**src/arcade_defs.svh**
```systemverilog
// arcade console constants for routing, display codes, password and game timing
`ifndef ARC_DEFS_SVH
`define ARC_DEFS_SVH

// button routes
`define ARC_ROUTE_MENU      3'd1
`define ARC_ROUTE_ACCESS    3'd2
`define ARC_ROUTE_GAME      3'd3
`define ARC_ROUTE_SCORES    3'd4

// score display select
`define ARC_DISP_NONE       2'd0
`define ARC_DISP_GAME       2'd1
`define ARC_DISP_SCORES     2'd2

// lcd message codes
`define ARC_LCD_WELCOME     3'd0
`define ARC_LCD_PASSWORD    3'd1
`define ARC_LCD_MENU        3'd2
`define ARC_LCD_PLAYING     3'd3
`define ARC_LCD_SCORES      3'd4

// status led codes
`define ARC_LED_OFF         2'd0
`define ARC_LED_RED         2'd1
`define ARC_LED_GREEN       2'd2

`define ARC_PASSWORD        8'hA5
`define ARC_GO_DELAY_MIN    8
`define ARC_GO_DELAY_BITS   4
`define ARC_SCORE_MAX       255

// go delay lfsr, x^8 + x^6 + x^5 + x^4 + 1
`define ARC_LFSR_SEED       8'h5A
`define ARC_LFSR_TAPS       8'hB8

`endif

```
**src/arcade_pkg.sv**
```systemverilog
// arcade console package with the controller stage enum and the shared vector types
`default_nettype none

package arcade_pkg;

	// console stages
	typedef enum logic [2:0] {
		ST_INIT,
		ST_ACCESS,
		ST_MENU,
		ST_GAME,
		ST_SCORES
	} pc_state_t;

	typedef logic [2:0] route_t;    // which block gets the buttons
	typedef logic [1:0] disp_sel_t; // score display source
	typedef logic [2:0] lcd_code_t;
	typedef logic [1:0] led_code_t;

	// one reaction score, higher is faster
	typedef logic [7:0] score_t;

	typedef logic [7:0] password_t; // raw switch word

endpackage

`default_nettype wire

```
**src/process_control.sv**
```systemverilog
// console stage FSM that routes buttons and switches and drives lcd and led codes
`timescale 1ns/1ps
`default_nettype none
`include "arcade_defs.svh"

module process_control (
	input  logic                  clk,
	input  logic                  rst,
	input  logic [2:0]            buttons,
	input  logic                  access_fb,     // granted level
	input  logic                  game_fb,       // round finished
	input  logic                  scoreboard_fb, // scoreboard exit
	output arcade_pkg::route_t    button_route,
	output logic                  switch_route,
	output arcade_pkg::disp_sel_t display_sel,
	output arcade_pkg::lcd_code_t lcd_control,
	output arcade_pkg::led_code_t led_control,
	output logic                  access_clear   // active low logout pulse
);
	import arcade_pkg::*;

	pc_state_t state;

	always_ff @(posedge clk) begin
		if (!rst) begin
			state        <= ST_INIT;
			button_route <= `ARC_ROUTE_MENU;
			switch_route <= 1'b0;
			display_sel  <= `ARC_DISP_NONE;
			lcd_control  <= `ARC_LCD_WELCOME;
			led_control  <= `ARC_LED_OFF;
			access_clear <= 1'b1;
		end else begin
			access_clear <= 1'b1; // only low for the logout cycle
			case (state)
				ST_INIT: begin
					if (buttons[0]) begin
						state        <= ST_ACCESS;
						button_route <= `ARC_ROUTE_ACCESS;
						switch_route <= 1'b1;
						lcd_control  <= `ARC_LCD_PASSWORD;
						led_control  <= `ARC_LED_RED;
					end
				end
				ST_ACCESS: begin
					// wrong entries just stay here
					if (access_fb) begin
						state        <= ST_MENU;
						button_route <= `ARC_ROUTE_MENU;
						switch_route <= 1'b0;
						lcd_control  <= `ARC_LCD_MENU;
						led_control  <= `ARC_LED_GREEN;
					end
				end
				ST_MENU: begin
					if (buttons[2]) begin
						state        <= ST_GAME;
						button_route <= `ARC_ROUTE_GAME;
						display_sel  <= `ARC_DISP_GAME;
						lcd_control  <= `ARC_LCD_PLAYING;
					end else if (buttons[1]) begin
						state        <= ST_SCORES;
						button_route <= `ARC_ROUTE_SCORES;
						display_sel  <= `ARC_DISP_SCORES;
						lcd_control  <= `ARC_LCD_SCORES;
					end else if (buttons[0]) begin
						// logout
						state        <= ST_INIT;
						button_route <= `ARC_ROUTE_MENU;
						display_sel  <= `ARC_DISP_NONE;
						lcd_control  <= `ARC_LCD_WELCOME;
						led_control  <= `ARC_LED_OFF;
						access_clear <= 1'b0;
					end
				end
				ST_GAME: begin
					if (game_fb) begin
						state        <= ST_MENU;
						button_route <= `ARC_ROUTE_MENU;
						display_sel  <= `ARC_DISP_NONE;
						lcd_control  <= `ARC_LCD_MENU;
					end
				end
				ST_SCORES: begin
					if (scoreboard_fb) begin
						state        <= ST_MENU;
						button_route <= `ARC_ROUTE_MENU;
						display_sel  <= `ARC_DISP_NONE;
						lcd_control  <= `ARC_LCD_MENU;
					end
				end
				default: begin
					// back to waiting-stage outputs
					state        <= ST_INIT;
					button_route <= `ARC_ROUTE_MENU;
					switch_route <= 1'b0;
					display_sel  <= `ARC_DISP_NONE;
					lcd_control  <= `ARC_LCD_WELCOME;
					led_control  <= `ARC_LED_OFF;
				end
			endcase
		end
	end

endmodule

`default_nettype wire

```
**src/access_control.sv**
```systemverilog
// password checker that grants access on a matching switch word until logout
`timescale 1ns/1ps
`default_nettype none
`include "arcade_defs.svh"

module access_control (
	input  logic                  clk,
	input  logic                  rst,
	input  logic                  access_clear, // active low, from logout
	input  logic [2:0]            buttons,      // routed copy
	input  arcade_pkg::password_t switches,     // zero unless routed
	output logic                  granted
);

	logic submit;
	logic match;

	assign submit = buttons[0];
	assign match  = (switches == `ARC_PASSWORD);

	// granted holds until logout
	always_ff @(posedge clk) begin
		if (!rst) begin
			granted <= 1'b0;
		end else if (!access_clear) begin
			granted <= 1'b0; // logout wins over a same-cycle submit
		end else if (submit && match) begin
			granted <= 1'b1;
		end
		// a mismatch leaves granted as it was
	end

endmodule

`default_nettype wire

```
**src/reaction_game.sv**
```systemverilog
// reaction game with a random go delay, a reaction counter and the round score
`timescale 1ns/1ps
`default_nettype none
`include "arcade_defs.svh"

module reaction_game (
	input  logic               clk,
	input  logic               rst,
	input  logic [2:0]         buttons,    // routed copy, buttons[2] is the press
	input  arcade_pkg::route_t route,
	output logic               game_go,
	output arcade_pkg::score_t live_count,
	output arcade_pkg::score_t score,
	output logic               done        // one-cycle, score valid
);
	import arcade_pkg::*;

	localparam int DELAY_W = `ARC_GO_DELAY_BITS + 1;

	typedef enum logic [1:0] {
		GM_IDLE,
		GM_WAIT,
		GM_GO
	} gm_state_t;

	gm_state_t          phase;
	logic [7:0]         lfsr;
	logic [DELAY_W-1:0] delay_cnt;
	logic               in_game;
	logic               was_game;
	logic               press;
	score_t             max_score;

	assign in_game   = (route == `ARC_ROUTE_GAME);
	assign press     = buttons[2];
	assign max_score = score_t'(`ARC_SCORE_MAX);

	// galois lfsr, steps every cycle
	always_ff @(posedge clk) begin
		if (!rst) begin
			lfsr <= `ARC_LFSR_SEED;
		end else begin
			lfsr <= {1'b0, lfsr[7:1]} ^ (lfsr[0] ? `ARC_LFSR_TAPS : 8'h00);
		end
	end

	always_ff @(posedge clk) begin
		if (!rst) begin
			phase      <= GM_IDLE;
			was_game   <= 1'b0;
			delay_cnt  <= '0;
			game_go    <= 1'b0;
			live_count <= '0;
			score      <= '0;
			done       <= 1'b0;
		end else begin
			was_game <= in_game;
			done     <= 1'b0;
			if (!in_game) begin
				phase   <= GM_IDLE;
				game_go <= 1'b0;
			end else begin
				case (phase)
					GM_IDLE: begin
						if (!was_game) begin // first cycle in game mode
							if (press) begin
								score <= '0; // false start
								done  <= 1'b1;
							end else begin
								delay_cnt <= DELAY_W'(`ARC_GO_DELAY_MIN)
									+ DELAY_W'(lfsr[`ARC_GO_DELAY_BITS-1:0]);
								phase     <= GM_WAIT;
							end
						end
					end
					GM_WAIT: begin
						if (press) begin
							score <= '0; // pressed before go
							done  <= 1'b1;
							phase <= GM_IDLE;
						end else if (delay_cnt == DELAY_W'(1)) begin
							game_go    <= 1'b1;
							live_count <= '0;
							phase      <= GM_GO;
						end else begin
							delay_cnt <= delay_cnt - 1'b1;
						end
					end
					GM_GO: begin
						if (press || live_count == max_score) begin
							// timeout lands on max - max = 0
							score   <= max_score - live_count;
							done    <= 1'b1;
							game_go <= 1'b0;
							phase   <= GM_IDLE;
						end else begin
							live_count <= live_count + 1'b1;
						end
					end
					default: begin
						phase   <= GM_IDLE;
						game_go <= 1'b0;
					end
				endcase
			end
		end
	end

endmodule

`default_nettype wire

```
**src/scoreboard.sv**
```systemverilog
// scoreboard keeping the last and best scores with a best/last view toggle
`timescale 1ns/1ps
`default_nettype none
`include "arcade_defs.svh"

module scoreboard (
	input  logic               clk,
	input  logic               rst,
	input  logic [2:0]         buttons,     // routed copy
	input  arcade_pkg::route_t route,
	input  logic               done,        // finished round from the game
	input  arcade_pkg::score_t score,
	output arcade_pkg::score_t shown_score,
	output logic               exit_done
);
	import arcade_pkg::*;

	score_t last_score;
	score_t best_score;
	logic   show_best;
	logic   show_best_nxt;
	logic   in_scores;

	assign in_scores = (route == `ARC_ROUTE_SCORES);

	// best is the default view, so outside scoreboard mode it snaps back
	always_comb begin
		show_best_nxt = show_best;
		if (!in_scores) begin
			show_best_nxt = 1'b1;
		end else if (buttons[1]) begin
			show_best_nxt = !show_best;
		end
	end

	always_ff @(posedge clk) begin
		if (!rst) begin
			last_score  <= '0;
			best_score  <= '0;
			show_best   <= 1'b1;
			shown_score <= '0;
			exit_done   <= 1'b0;
		end else begin
			show_best <= show_best_nxt;
			exit_done <= in_scores && buttons[0];
			if (done) begin
				last_score <= score;
				if (score > best_score) begin
					best_score <= score;
				end
			end
			shown_score <= show_best_nxt ? best_score : last_score;
		end
	end

endmodule

`default_nettype wire

```
**src/arcade_top.sv**
```systemverilog
// arcade console top, gates buttons and switches by route and selects the score display
`timescale 1ns/1ps
`default_nettype none
`include "arcade_defs.svh"

module arcade_top (
	input  logic                  clk,
	input  logic                  rst,
	input  logic [2:0]            buttons,
	input  logic [7:0]            switches,
	output arcade_pkg::lcd_code_t lcd_control,
	output arcade_pkg::led_code_t led_control,
	output logic                  game_go,
	output arcade_pkg::score_t    score_display
);
	import arcade_pkg::*;

	route_t    button_route;
	logic      switch_route;
	disp_sel_t display_sel;
	logic      access_clear;
	logic      granted;
	logic      game_done;
	score_t    game_score;
	score_t    live_count;
	score_t    shown_score;
	logic      exit_done;

	logic [2:0] access_buttons;
	logic [2:0] game_buttons;
	logic [2:0] scores_buttons;
	password_t  access_switches;

	// each block only sees the buttons while it owns them
	assign access_buttons  = (button_route == `ARC_ROUTE_ACCESS) ? buttons : 3'b000;
	assign game_buttons    = (button_route == `ARC_ROUTE_GAME) ? buttons : 3'b000;
	assign scores_buttons  = (button_route == `ARC_ROUTE_SCORES) ? buttons : 3'b000;
	assign access_switches = switch_route ? switches : '0;

	always_comb begin
		case (display_sel)
			`ARC_DISP_GAME:   score_display = live_count;
			`ARC_DISP_SCORES: score_display = shown_score;
			default:          score_display = '0;
		endcase
	end

	process_control u_pc (
		.clk           (clk),
		.rst           (rst),
		.buttons       (buttons), // controller always sees raw buttons
		.access_fb     (granted),
		.game_fb       (game_done),
		.scoreboard_fb (exit_done),
		.button_route  (button_route),
		.switch_route  (switch_route),
		.display_sel   (display_sel),
		.lcd_control   (lcd_control),
		.led_control   (led_control),
		.access_clear  (access_clear)
	);

	access_control u_access (
		.clk          (clk),
		.rst          (rst),
		.access_clear (access_clear),
		.buttons      (access_buttons),
		.switches     (access_switches),
		.granted      (granted)
	);

	reaction_game u_game (
		.clk        (clk),
		.rst        (rst),
		.buttons    (game_buttons),
		.route      (button_route),
		.game_go    (game_go),
		.live_count (live_count),
		.score      (game_score),
		.done       (game_done)
	);

	scoreboard u_scores (
		.clk         (clk),
		.rst         (rst),
		.buttons     (scores_buttons),
		.route       (button_route),
		.done        (game_done),
		.score       (game_score),
		.shown_score (shown_score),
		.exit_done   (exit_done)
	);

endmodule

`default_nettype wire

```
**config.mk**
```make
export PLATFORM = sky130hd
export DESIGN_NAME = arcade_top
export DESIGN_NICKNAME = d
export VERILOG_FILES = /design/src/arcade_pkg.sv /design/src/process_control.sv /design/src/access_control.sv /design/src/reaction_game.sv /design/src/scoreboard.sv /design/src/arcade_top.sv
export VERILOG_INCLUDE_DIRS = /design/src /design/src/src
export SDC_FILE = /design/constraint.sdc
export NUM_CORES = 1
export LEC_CHECK = 0
export BUFFER_PORTS_ARGS = -buffer_cell sky130_fd_sc_hd__buf_2
export CORE_MARGIN = 4
export CORE_UTILIZATION = 55
export DETAILED_ROUTE_END_ITERATION = 10
export PLACE_DENSITY_LB_ADDON = 0.08
export SYNTH_ARGS = -nofsm -noshare
export SYNTH_HDL_FRONTEND = slang
export SYNTH_SLANG_ARGS = --single-unit
```
**constraint.sdc**
```tcl
create_clock -name clk -period 1.7 [get_ports clk]
set_input_delay 0.34 -clock clk [delete_from_list [all_inputs] [get_ports clk]]
set_output_delay 0.34 -clock clk [all_outputs]
set_load 0.01 [all_outputs]
```
### After elaboration in Yosys (flattened, before gate mapping)

Cells that the tools add are included.

* register bits: 73
* output and inout port bits: 14

* bitwise logic cells: 7
* multiplexer cells: 66
* $add $sub $neg: 4
* reduce and logical (&&, ||, !) cells: 25
* equality and inequality tests: 30
* $lt $le $gt $ge: 1

Operator list (number)
* $mux 8: 9
* $mux 3: 14
* $pmux 8 s2: 2
* $mux 2: 15
* $pmux 3 s5: 2
* $pmux 8 s3: 1
* $mux 5: 4
* $ne 2x2->1 const B: 9
* $eq 8x8->1 const B: 2
* $pmux 2 s4: 2
* $reduce_and 4->1: 4
* $eq 3x2->1 const B: 4
* $mux 1: 12
* $reduce_and 6->1: 2
* $ne 2x1->1 const B: 5
* $pmux 5 s2: 1
* $reduce_and 5->1: 2
* $pmux 1 s3: 3
* $add 8x1->8 const B: 1
* $gt 8x8->1: 1
* $sub 8x8->8 const A: 1
* $xor 7x8->8: 1
* $eq 3x3->1 const B: 2
* $not 1->1: 6
* 21 further kinds: 28

### Longest topological paths before layout

Gate-level depths: netlist of run 1.

* depth after elaboration: 5
* mapped depth: 7
* depth with buffers taken out: 7

### Hierarchy

Synthesis of run 1 repeated with hierarchy kept, for this count alone.

* cells, all modules: 433
* area total of the unflattened synthesis: 3737.3 µm²

By module, submodules not included
* reaction_game: area an instance 1610.3 µm², instances 1, sequential area each 680.7 µm², cells an instance 185
* scoreboard: area an instance 1201.2 µm², instances 1, sequential area each 520.5 µm², cells an instance 129
* process_control: area an instance 590.6 µm², instances 1, sequential area each 240.2 µm², cells an instance 71
* arcade_top: area an instance 276.5 µm², instances 1, sequential area each 0.0 µm², cells an instance 43
* access_control: area an instance 58.8 µm², instances 1, sequential area each 20.0 µm², cells an instance 5

### Worst setup path before layout of run 1

OpenSTA, ideal clock, no wires.

* path kind: flip-flop to flip-flop
* start point: register, netlist name u_pc.lcd_control[0]
* end point: register u_pc.button_route[1]
* required time: 1.641 ns
* stages on the path, launching flop included: 6
* setup time: 0.059 ns
* buffers on the path: 1
* arrival time: 1.593 ns
* path slack: 0.048 ns
* cell sequence: dfxtp_1 > clkbuf_1 > nor2_1 > a221o_2 > a2111oi_4 > a31o_1

RTL lines
* end signal: assignment: line process_control.sv:27 `` button_route <= `ARC_ROUTE_MENU; ``
* end signal: assignment: line process_control.sv:39 `` button_route <= `ARC_ROUTE_ACCESS; ``
* end signal: assignment: line process_control.sv:49 `` button_route <= `ARC_ROUTE_MENU; ``
* end: declaration: line process_control.sv:13 `output arcade_pkg::route_t button_route,`

### Final worst setup path of run 1

* start point: register u_pc.display_sel[1]
* end point: output score_display[2]

* longest elaborated chain between the ends: 2
* elaborated cells between the ends (all ways): 3

Ends and longest elaborated chain
* start: declaration: line process_control.sv:15 `output arcade_pkg::disp_sel_t display_sel,`
* start signal: assignment: line process_control.sv:29 `` display_sel <= `ARC_DISP_NONE; ``
* start signal: assignment: line process_control.sv:59 `` display_sel <= `ARC_DISP_GAME; ``
* start signal: assignment: line process_control.sv:64 `` display_sel <= `ARC_DISP_SCORES; ``
* $eq 2x2->1 or $eq 2x1->1 (tied branches): line arcade_top.sv:41 `case (display_sel)`
* $pmux 8 s2 (*): line arcade_top.sv:41
* end: declaration: line arcade_top.sv:14 `output arcade_pkg::score_t score_display`

Every way passes the cells marked *; elsewhere a longest branch is shown, timed or not.

==> results.md, run 1 <==
• run status: complete, no violations
• count of yosys warnings during synthesis: 0
• utilization after layout: 72.3%
• headroom to the max-slew limit: 55.3%
• data required time at the worst endpoint: 1360 ps
• CTS clk-pin slew, worst paths: 70 ps
• DR WL/cell: 15.4 µm
• sequential fraction of the synthesis area: 42.6%
• number of flops mapped to enable cells by yosys: 0
• setup repair after global routing missed its margin: true
• worst hold-check path type: input port to flip-flop
• number of nets at the end of the flow: 491
• maximum clock path buffer count: 2
• post-synthesis adder-cell area fraction: 4.74%
• CTS root buf: sky130_fd_sc_hd__clkbuf_8
• vias in the first global route: 2972
• Routed Antenna Nets: 0
• clock tree from TritonCTS: done
• startpoint of the most critical hold path: buttons[0]
• synthesized-area fraction occupied by and/or/nand/nor cells: 22.6%
• core area: 5990 µm²
• actual slew at the worst max-slew pin: 670 ps
• leakage power figure: 1.77 nW
• count of pins over their slew limit: 0
• final setup skew: 7.24 ps
• share of synthesized flip-flops with an asynchronous set or reset: 0%
• initial drt markers: 199
• diode insertion count for antenna repair: 0
• # DRC: 0
• Seq cells post-synth: 73
• Crit Path Category: flip-flop to output pin
• final estimated routing congestion in global placement: 0.858
• wire length of the first global-routing pass: 14200 µm
• nets in the synthesized netlist: 427
• die extent in x: 87.0 µm
• Clock Sink Count: 73
• DP HPWL: 5830 µm
• setup violators final: 0
• initial core utilization: 57.3%
• vertical die dimension: 87.0 µm
• remaining global-route overflow: 0
• largest family of logic cells by synthesized area: simple AND/OR/NAND/NOR gates
• 1st-pass router iterations: 4
• WL final: 8380 µm
• synth-to-layout area growth: 26.2%
• Critical Path Source: u_pc.display_sel[1]
• fraction of layout instances using a drive strength above 1: 29.1%
• via/cell ratio: 5.61
• cell area after synthesis: 3430 µm²
• IO buf count: 26
• complex-gate fraction of the synthesized area: 16.8%
• GRT Overall Usage: 23.8%
• top cell family by delay on the critical path: flip-flops
• vias: 3056
• clock latency at the later pin of the worst-skew pair: 330 ps
• max capacitance violation total: 0
• DP Cell Count: 522
• initial antenna violation count: 0
• Inserted Clock Buffers: 9
• post-route setup slack: 6.46 ps
• largest fanout of any net on the critical path: 8
• minimum clock period: 1690 ps
• fin cells: 545
• # H-tree levels: 3
• start of the worst register-to-register path: u_game.live_count[1]
• Max Clock Freq: 590 MHz
• standard-cell row count: 28
• Syn Area/Cell: 8.56 µm²
• Primary FF master, synth: sky130_fd_sc_hd__dfxtp_1
• largest net degree at the start of global routing: 44
• synthesized netlist cell count: 401
• xor/xnor share of the synthesized area: 1.02%
• buffering stage count on the worst path with inverters included: 2
• signal arrival time at the worst endpoint: 1350 ps
• max incr delay on CP: 340 ps
• area of the die: 7570 µm²
• CP max-delay cell: sky130_fd_sc_hd__dfxtp_2
• worst slack at placement: -114 ps
• hold violation count in the final report: 0
• Synth cell types: 50
• I/O pin cnt: 27
• ordered cell list for the critical path: inv_2, ha_4, a22oi_2, nor2_2, buf_2
• maximum VDD drop: 567 µV
• startpoint type of the worst setup path: flip-flop
• Setup crit end kind: output pin
• Final Cycle Share: 99.6%
• power density normalized to cell area: 866 nW/µm²
• post-route setup TNS: 0 ps
• multiplexer area fraction after synthesis: 7.00%
## placed cells by master (no fill, tap or decap), drive strengths merged, types with 2 or more instances in the layout
master / count
nand2: 32
o211ai: 4
nand2b: 8
clkbuf: 13
nand3: 22
nor4b: 2
a211oi: 4
xnor2: 4
and3: 5
o41ai: 7
ha: 13
a22o: 2
a31o: 2
mux2i: 24
nand4: 5
nor3b: 5
o21a: 3
inv: 21
clkinv: 2
buf: 77
a22oi: 10
or2: 2
nor3: 8
dfxtp: 73
nor2: 56
a21oi: 21
o21ai: 15
nor2b: 8
a31oi: 5
## final cells by class
cell class | count | area (µm²)
sequential | 73 | 1480
tap | 75 | 93.8
clock inverter | 3 | 40.0
fill | 464 | 1660
clock buffer | 13 | 149
inverter | 21 | 78.8
multi-input combinational | 283 | 1970
timing repair buffer | 77 | 517
## synthesized netlist by cell type (all sizes together) (10+ instances only)
cell type   n  area [µm²]
ha         13         163
clkbuf     17        63.8
nor2       56         210
dfxtp      73        1460
o21ai      15        75.1
nand2      32         120
inv        21        78.8
mux2i      24         240
a22oi      10        75.1
a21oi      21         105
nand3      22         110
## power by group
| part | total (W) | switching, W | internal [W] |
|---|---|---|---|
| sequential | 0.00184 | 0.0000564 | 0.00179 |
| combinational | 0.000589 | 0.000330 | 0.000259 |
| clock | 0.00132 | 0.000603 | 0.000716 |
## path summary, 6_finish.rpt
kind,to,slack (ps),depth (start not counted)
max,score_display[2],6,5
min,u_pc.access_clear,260,2
max reg2reg,u_game.live_count[6],50,6
min reg2reg,u_game.lfsr[6],420,1
## routing by layer
layer  global-route usage (%)  vias up  part of all wire (%)
met2                     36.2       63                    48
met5                        0        -                     0
met4                     8.78        0                  0.95
met1                     32.6     1445                    47
li1                         -     1541                     -
met3                     5.58        7                   4.4
## registers in the layout, summed over array words and instances, names as in the netlist
name                  cells
u_scores.show_best        1
u_game.phase              2
u_game.was_game           1
u_game.game_go            1
u_pc.access_clear         1
u_pc.display_sel          2
u_scores.last_score       8
u_pc.switch_route         1
u_scores.exit_done        1
u_game.delay_cnt          5
u_pc.lcd_control          3
u_pc.button_route         3
u_pc.led_control          2
u_game.live_count         8
u_access.granted          1
u_game.score              8
u_game.lfsr               8
u_scores.best_score       8
u_game.done               1
u_scores.shown_score      8
## per-stage QoR
step	hold slack (ps)	total power [W]	area, µm²
2_1_floorplan	386	0.00222	3430
3_3_place_gp	398	0.00240	3880
3_5_place_dp	392	0.00241	3880
4_1_cts	253	0.00373	4180
5_1_grt	252	0.00395	4330
6_report	265	0.00375	4330
## repair_timing
| item | CTS | global route |
|---|---|---|
| hold buffers | 0 | 0 |
| setup buffers | 2 | 5 |
| endpoints found under the setup margin | 32 | 40 |
| hold endpoints to repair | 0 | 0 |
| pin swaps | 5 | 18 |
| gates resized for setup | 18 | 30 |
## logic make-up (layout without fill, tap and decap cells)
kind of cell	after synthesis	count (layout)
AOI/OAI and AO/OA	82	82
xor gates and xnor gates	4	4
adders and majority gates	13	13
buffers and inverters	45	114
DFF	73	73
muxes	24	24
and+or+nand+nor	160	160
Note: power is estimated with default switching activity, not from simulation.
==> inputs of run 2 (changes only) <==
--- a/config.mk
+++ b/config.mk
@@ -7,7 +7,6 @@
 export NUM_CORES = 1
 export LEC_CHECK = 0
 export BUFFER_PORTS_ARGS = -buffer_cell sky130_fd_sc_hd__buf_2
-export CORE_MARGIN = 4
 export CORE_UTILIZATION = 55
 export DETAILED_ROUTE_END_ITERATION = 10
 export PLACE_DENSITY_LB_ADDON = 0.08
==> run 2 against run 1 <==
Net effect:
- the flow now finishes with violations (setup timing)
- wire length grew 1.4%
- register-to-register slack lost 50 ps
- worst setup slack lost 28 ps
- global-route usage grew 2.4 points
- final cell count shrank 0.92%
- sequential share of layout area shrank 0.41 points
- clock power grew 26%
- sequential power is essentially flat
- first-iteration DRC count grew 37%
- critical path depth is the same
==> results.md, run 2 (synthesized netlist as in run 1, its figures left out) <==
• worst hold slack across all endpoints: 274 ps, +8.98 ps
• worst setup slack for register-to-register paths: 0 ps, -50 ps
• vertical die dimension: 81.0 µm, -6.9%
• largest fanout of any net on the critical path: 8, unchanged
• Routed Antenna Nets: 0, unchanged
• DP HPWL: 5630 µm, -3.5%
• area of the die: 6560 µm², -13%
• diode insertion count for antenna repair: 0, unchanged
• core area: 5960 µm², -0.58%
• top cell family by delay on the critical path: flip-flops
• initial antenna violation count: 0, unchanged
• violated checks: setup timing
• sum of internal, switching and leakage power: 0.00407 W, +8.4%
• power density normalized to cell area: 927 nW/µm², +7.1%
• initial drt markers: 273, +37%
• most frequent cells in the layout: sky130_fd_sc_hd__dfxtp_1 (61), sky130_fd_sc_hd__nor2_1 (55), sky130_fd_sc_hd__buf_4 (42)
• # H-tree levels: 3, unchanged
• start of the worst register-to-register path: u_scores.best_score[3]
• standard-cell row count: 28, unchanged
• fin cells: 540, -0.92%
• buffering stage count on the worst path with inverters included: 2, unchanged
• Inserted Clock Buffers: 9, unchanged
• largest net degree at the start of global routing: 33, -25%
• CP max-delay cell: sky130_fd_sc_hd__dfxtp_4
• headroom to the max-slew limit: 60.4%, +5.1 points
• Clock Sink Count: 73, unchanged
• CTS root buf: sky130_fd_sc_hd__clkbuf_8
• number of cells on the worst reg-to-reg path: 7, +1
• run status: complete, but fails checks
• minimum clock period: 1720 ps, +28.0 ps
• worst slack at placement: -62.6 ps, +51.4 ps
• count of pins over their slew limit: 0, unchanged
• vias in the first global route: 2618, -12%
• data required time at the worst endpoint: 1360 ps, about the same
• final estimated routing congestion in global placement: 0.886, +3.3%
• DR WL/cell: 15.7 µm, +2.3%
• CTS clk-pin slew, worst paths: 80 ps, about the same
• Final Cycle Share: 101%, +1.6 points
• worst hold-check path type: input port to flip-flop
• initial core utilization: 57.6%, +0.34 points
• startpoint type of the worst setup path: flip-flop
• maximum VDD drop: 560 µV, -1.4%
• max incr delay on CP: 370 ps, +30 ps
• Setup crit end kind: output pin
• IO buf count: 26, unchanged
• setup repair after global routing missed its margin: true
• WL final: 8500 µm, +1.4%
• Crit Path Category: flip-flop to output pin
• # DRC: 0, unchanged
• DP Cell Count: 515, -1.3%
• leakage power figure: 1.78 nW, +0.37%
• maximum clock path buffer count: 2, unchanged
• hold path endpoint: u_pc.access_clear
• GRT Overall Usage: 26.2%, +2.4 points
• I/O pin cnt: 27, unchanged
• 1st-pass router iterations: 5, +1
• actual slew at the worst max-slew pin: 593 ps, -76.5 ps
• Max Clock Freq: 581 MHz, -1.6%
• reg-to-reg endpoint: u_scores.best_score[7]
• ordered cell list for the critical path: inv_4, ha_4, a22oi_2, nor2_2, buf_2
• final setup skew: 6.02 ps, -1.22 ps
• hold violation count in the final report: 0, unchanged
• max capacitance violation total: 0, unchanged
• startpoint of the most critical hold path: buttons[0]
• number of nets at the end of the flow: 486, -1.0%
• synth-to-layout area growth: 27.7%
• vias: 3103, +1.5%
• clock tree from TritonCTS: done
• Worst Hold Path Cells: 2, unchanged
• setup violators final: 1, +1
• post-route setup slack: -21.5 ps, -28.0 ps
• signal arrival time at the worst endpoint: 1380 ps, +30 ps
• fraction of layout instances using a drive strength above 1: 28.6%, -0.55 points
• commonest non-fill, non-tap cell in the layout: sky130_fd_sc_hd__dfxtp_1
• clock latency at the later pin of the worst-skew pair: 350 ps, +20 ps
• remaining global-route overflow: 0, unchanged
• via/cell ratio: 5.75, +2.5%
• wire length of the first global-routing pass: 12800 µm, -9.7%
• die extent in x: 81.0 µm, -6.9%
==> run 2: power breakdown <==
group | switching, W | internal, W
Combinational | 0.000327 | 0.000240
Sequential | 0.0000538 | 0.00178
Clock | 0.000652 | 0.00101
Total | 0.00103 | 0.00303
==> run 2: how the worst max path moves through the flow <==
stage / cells past startpoint / to / from / slack (ps)
floorplan: 5 / u_pc.button_route[1] / u_pc.lcd_control[0] / 50
global placement: 6 / u_game.live_count[7] / u_game.live_count[0] / -30
detailed placement: 6 / u_game.live_count[7] / u_game.live_count[0] / -60
CTS: 5 / score_display[2] / u_pc.display_sel[0] / -60
global route: 7 / u_game.live_count[5] / u_game.live_count[1] / -100
finish: 5 / score_display[2] / u_pc.display_sel[1] / -20
==> run 2: per-stage QoR <==
step                      utilization (%)  setup TNS [ps]  area (µm²)
after floorplan                         -               0        3430
after global placement               64.5            -113        3840
after detailed placement             64.5            -808        3840
after CTS                            70.1           -61.7        4170
after global routing                 73.6           -1260        4390
final                                73.6           -21.5        4390
==> run 2: area by class of cell <==
cell class	count	area [µm²]
multi-input combinational	283	1980
clock inverter	5	103
sequential	73	1480
inverter	21	81.3
timing repair buffer	72	502
clock buffer	11	141
fill	435	1570
tap	75	93.8
==> run 2: what timing repair did <==
item,in CTS,in global routing
pin swaps,2,24
hold buffers,0,0
buffers inserted,1,7
resized for setup,15,34
endpoints found under the setup margin,31,36
cloned,0,1
==> run 2: layer usage <==
| metal | routed length, µm | GRT usage (%) | share of wire, % |
|---|---|---|---|
| met5 | 0 | 0 | 0 |
| met4 | 191 | 10.9 | 2.2 |
| met3 | 393 | 4.38 | 4.6 |
| met2 | 3940 | 40.6 | 46 |
| met1 | 3970 | 35.9 | 47 |
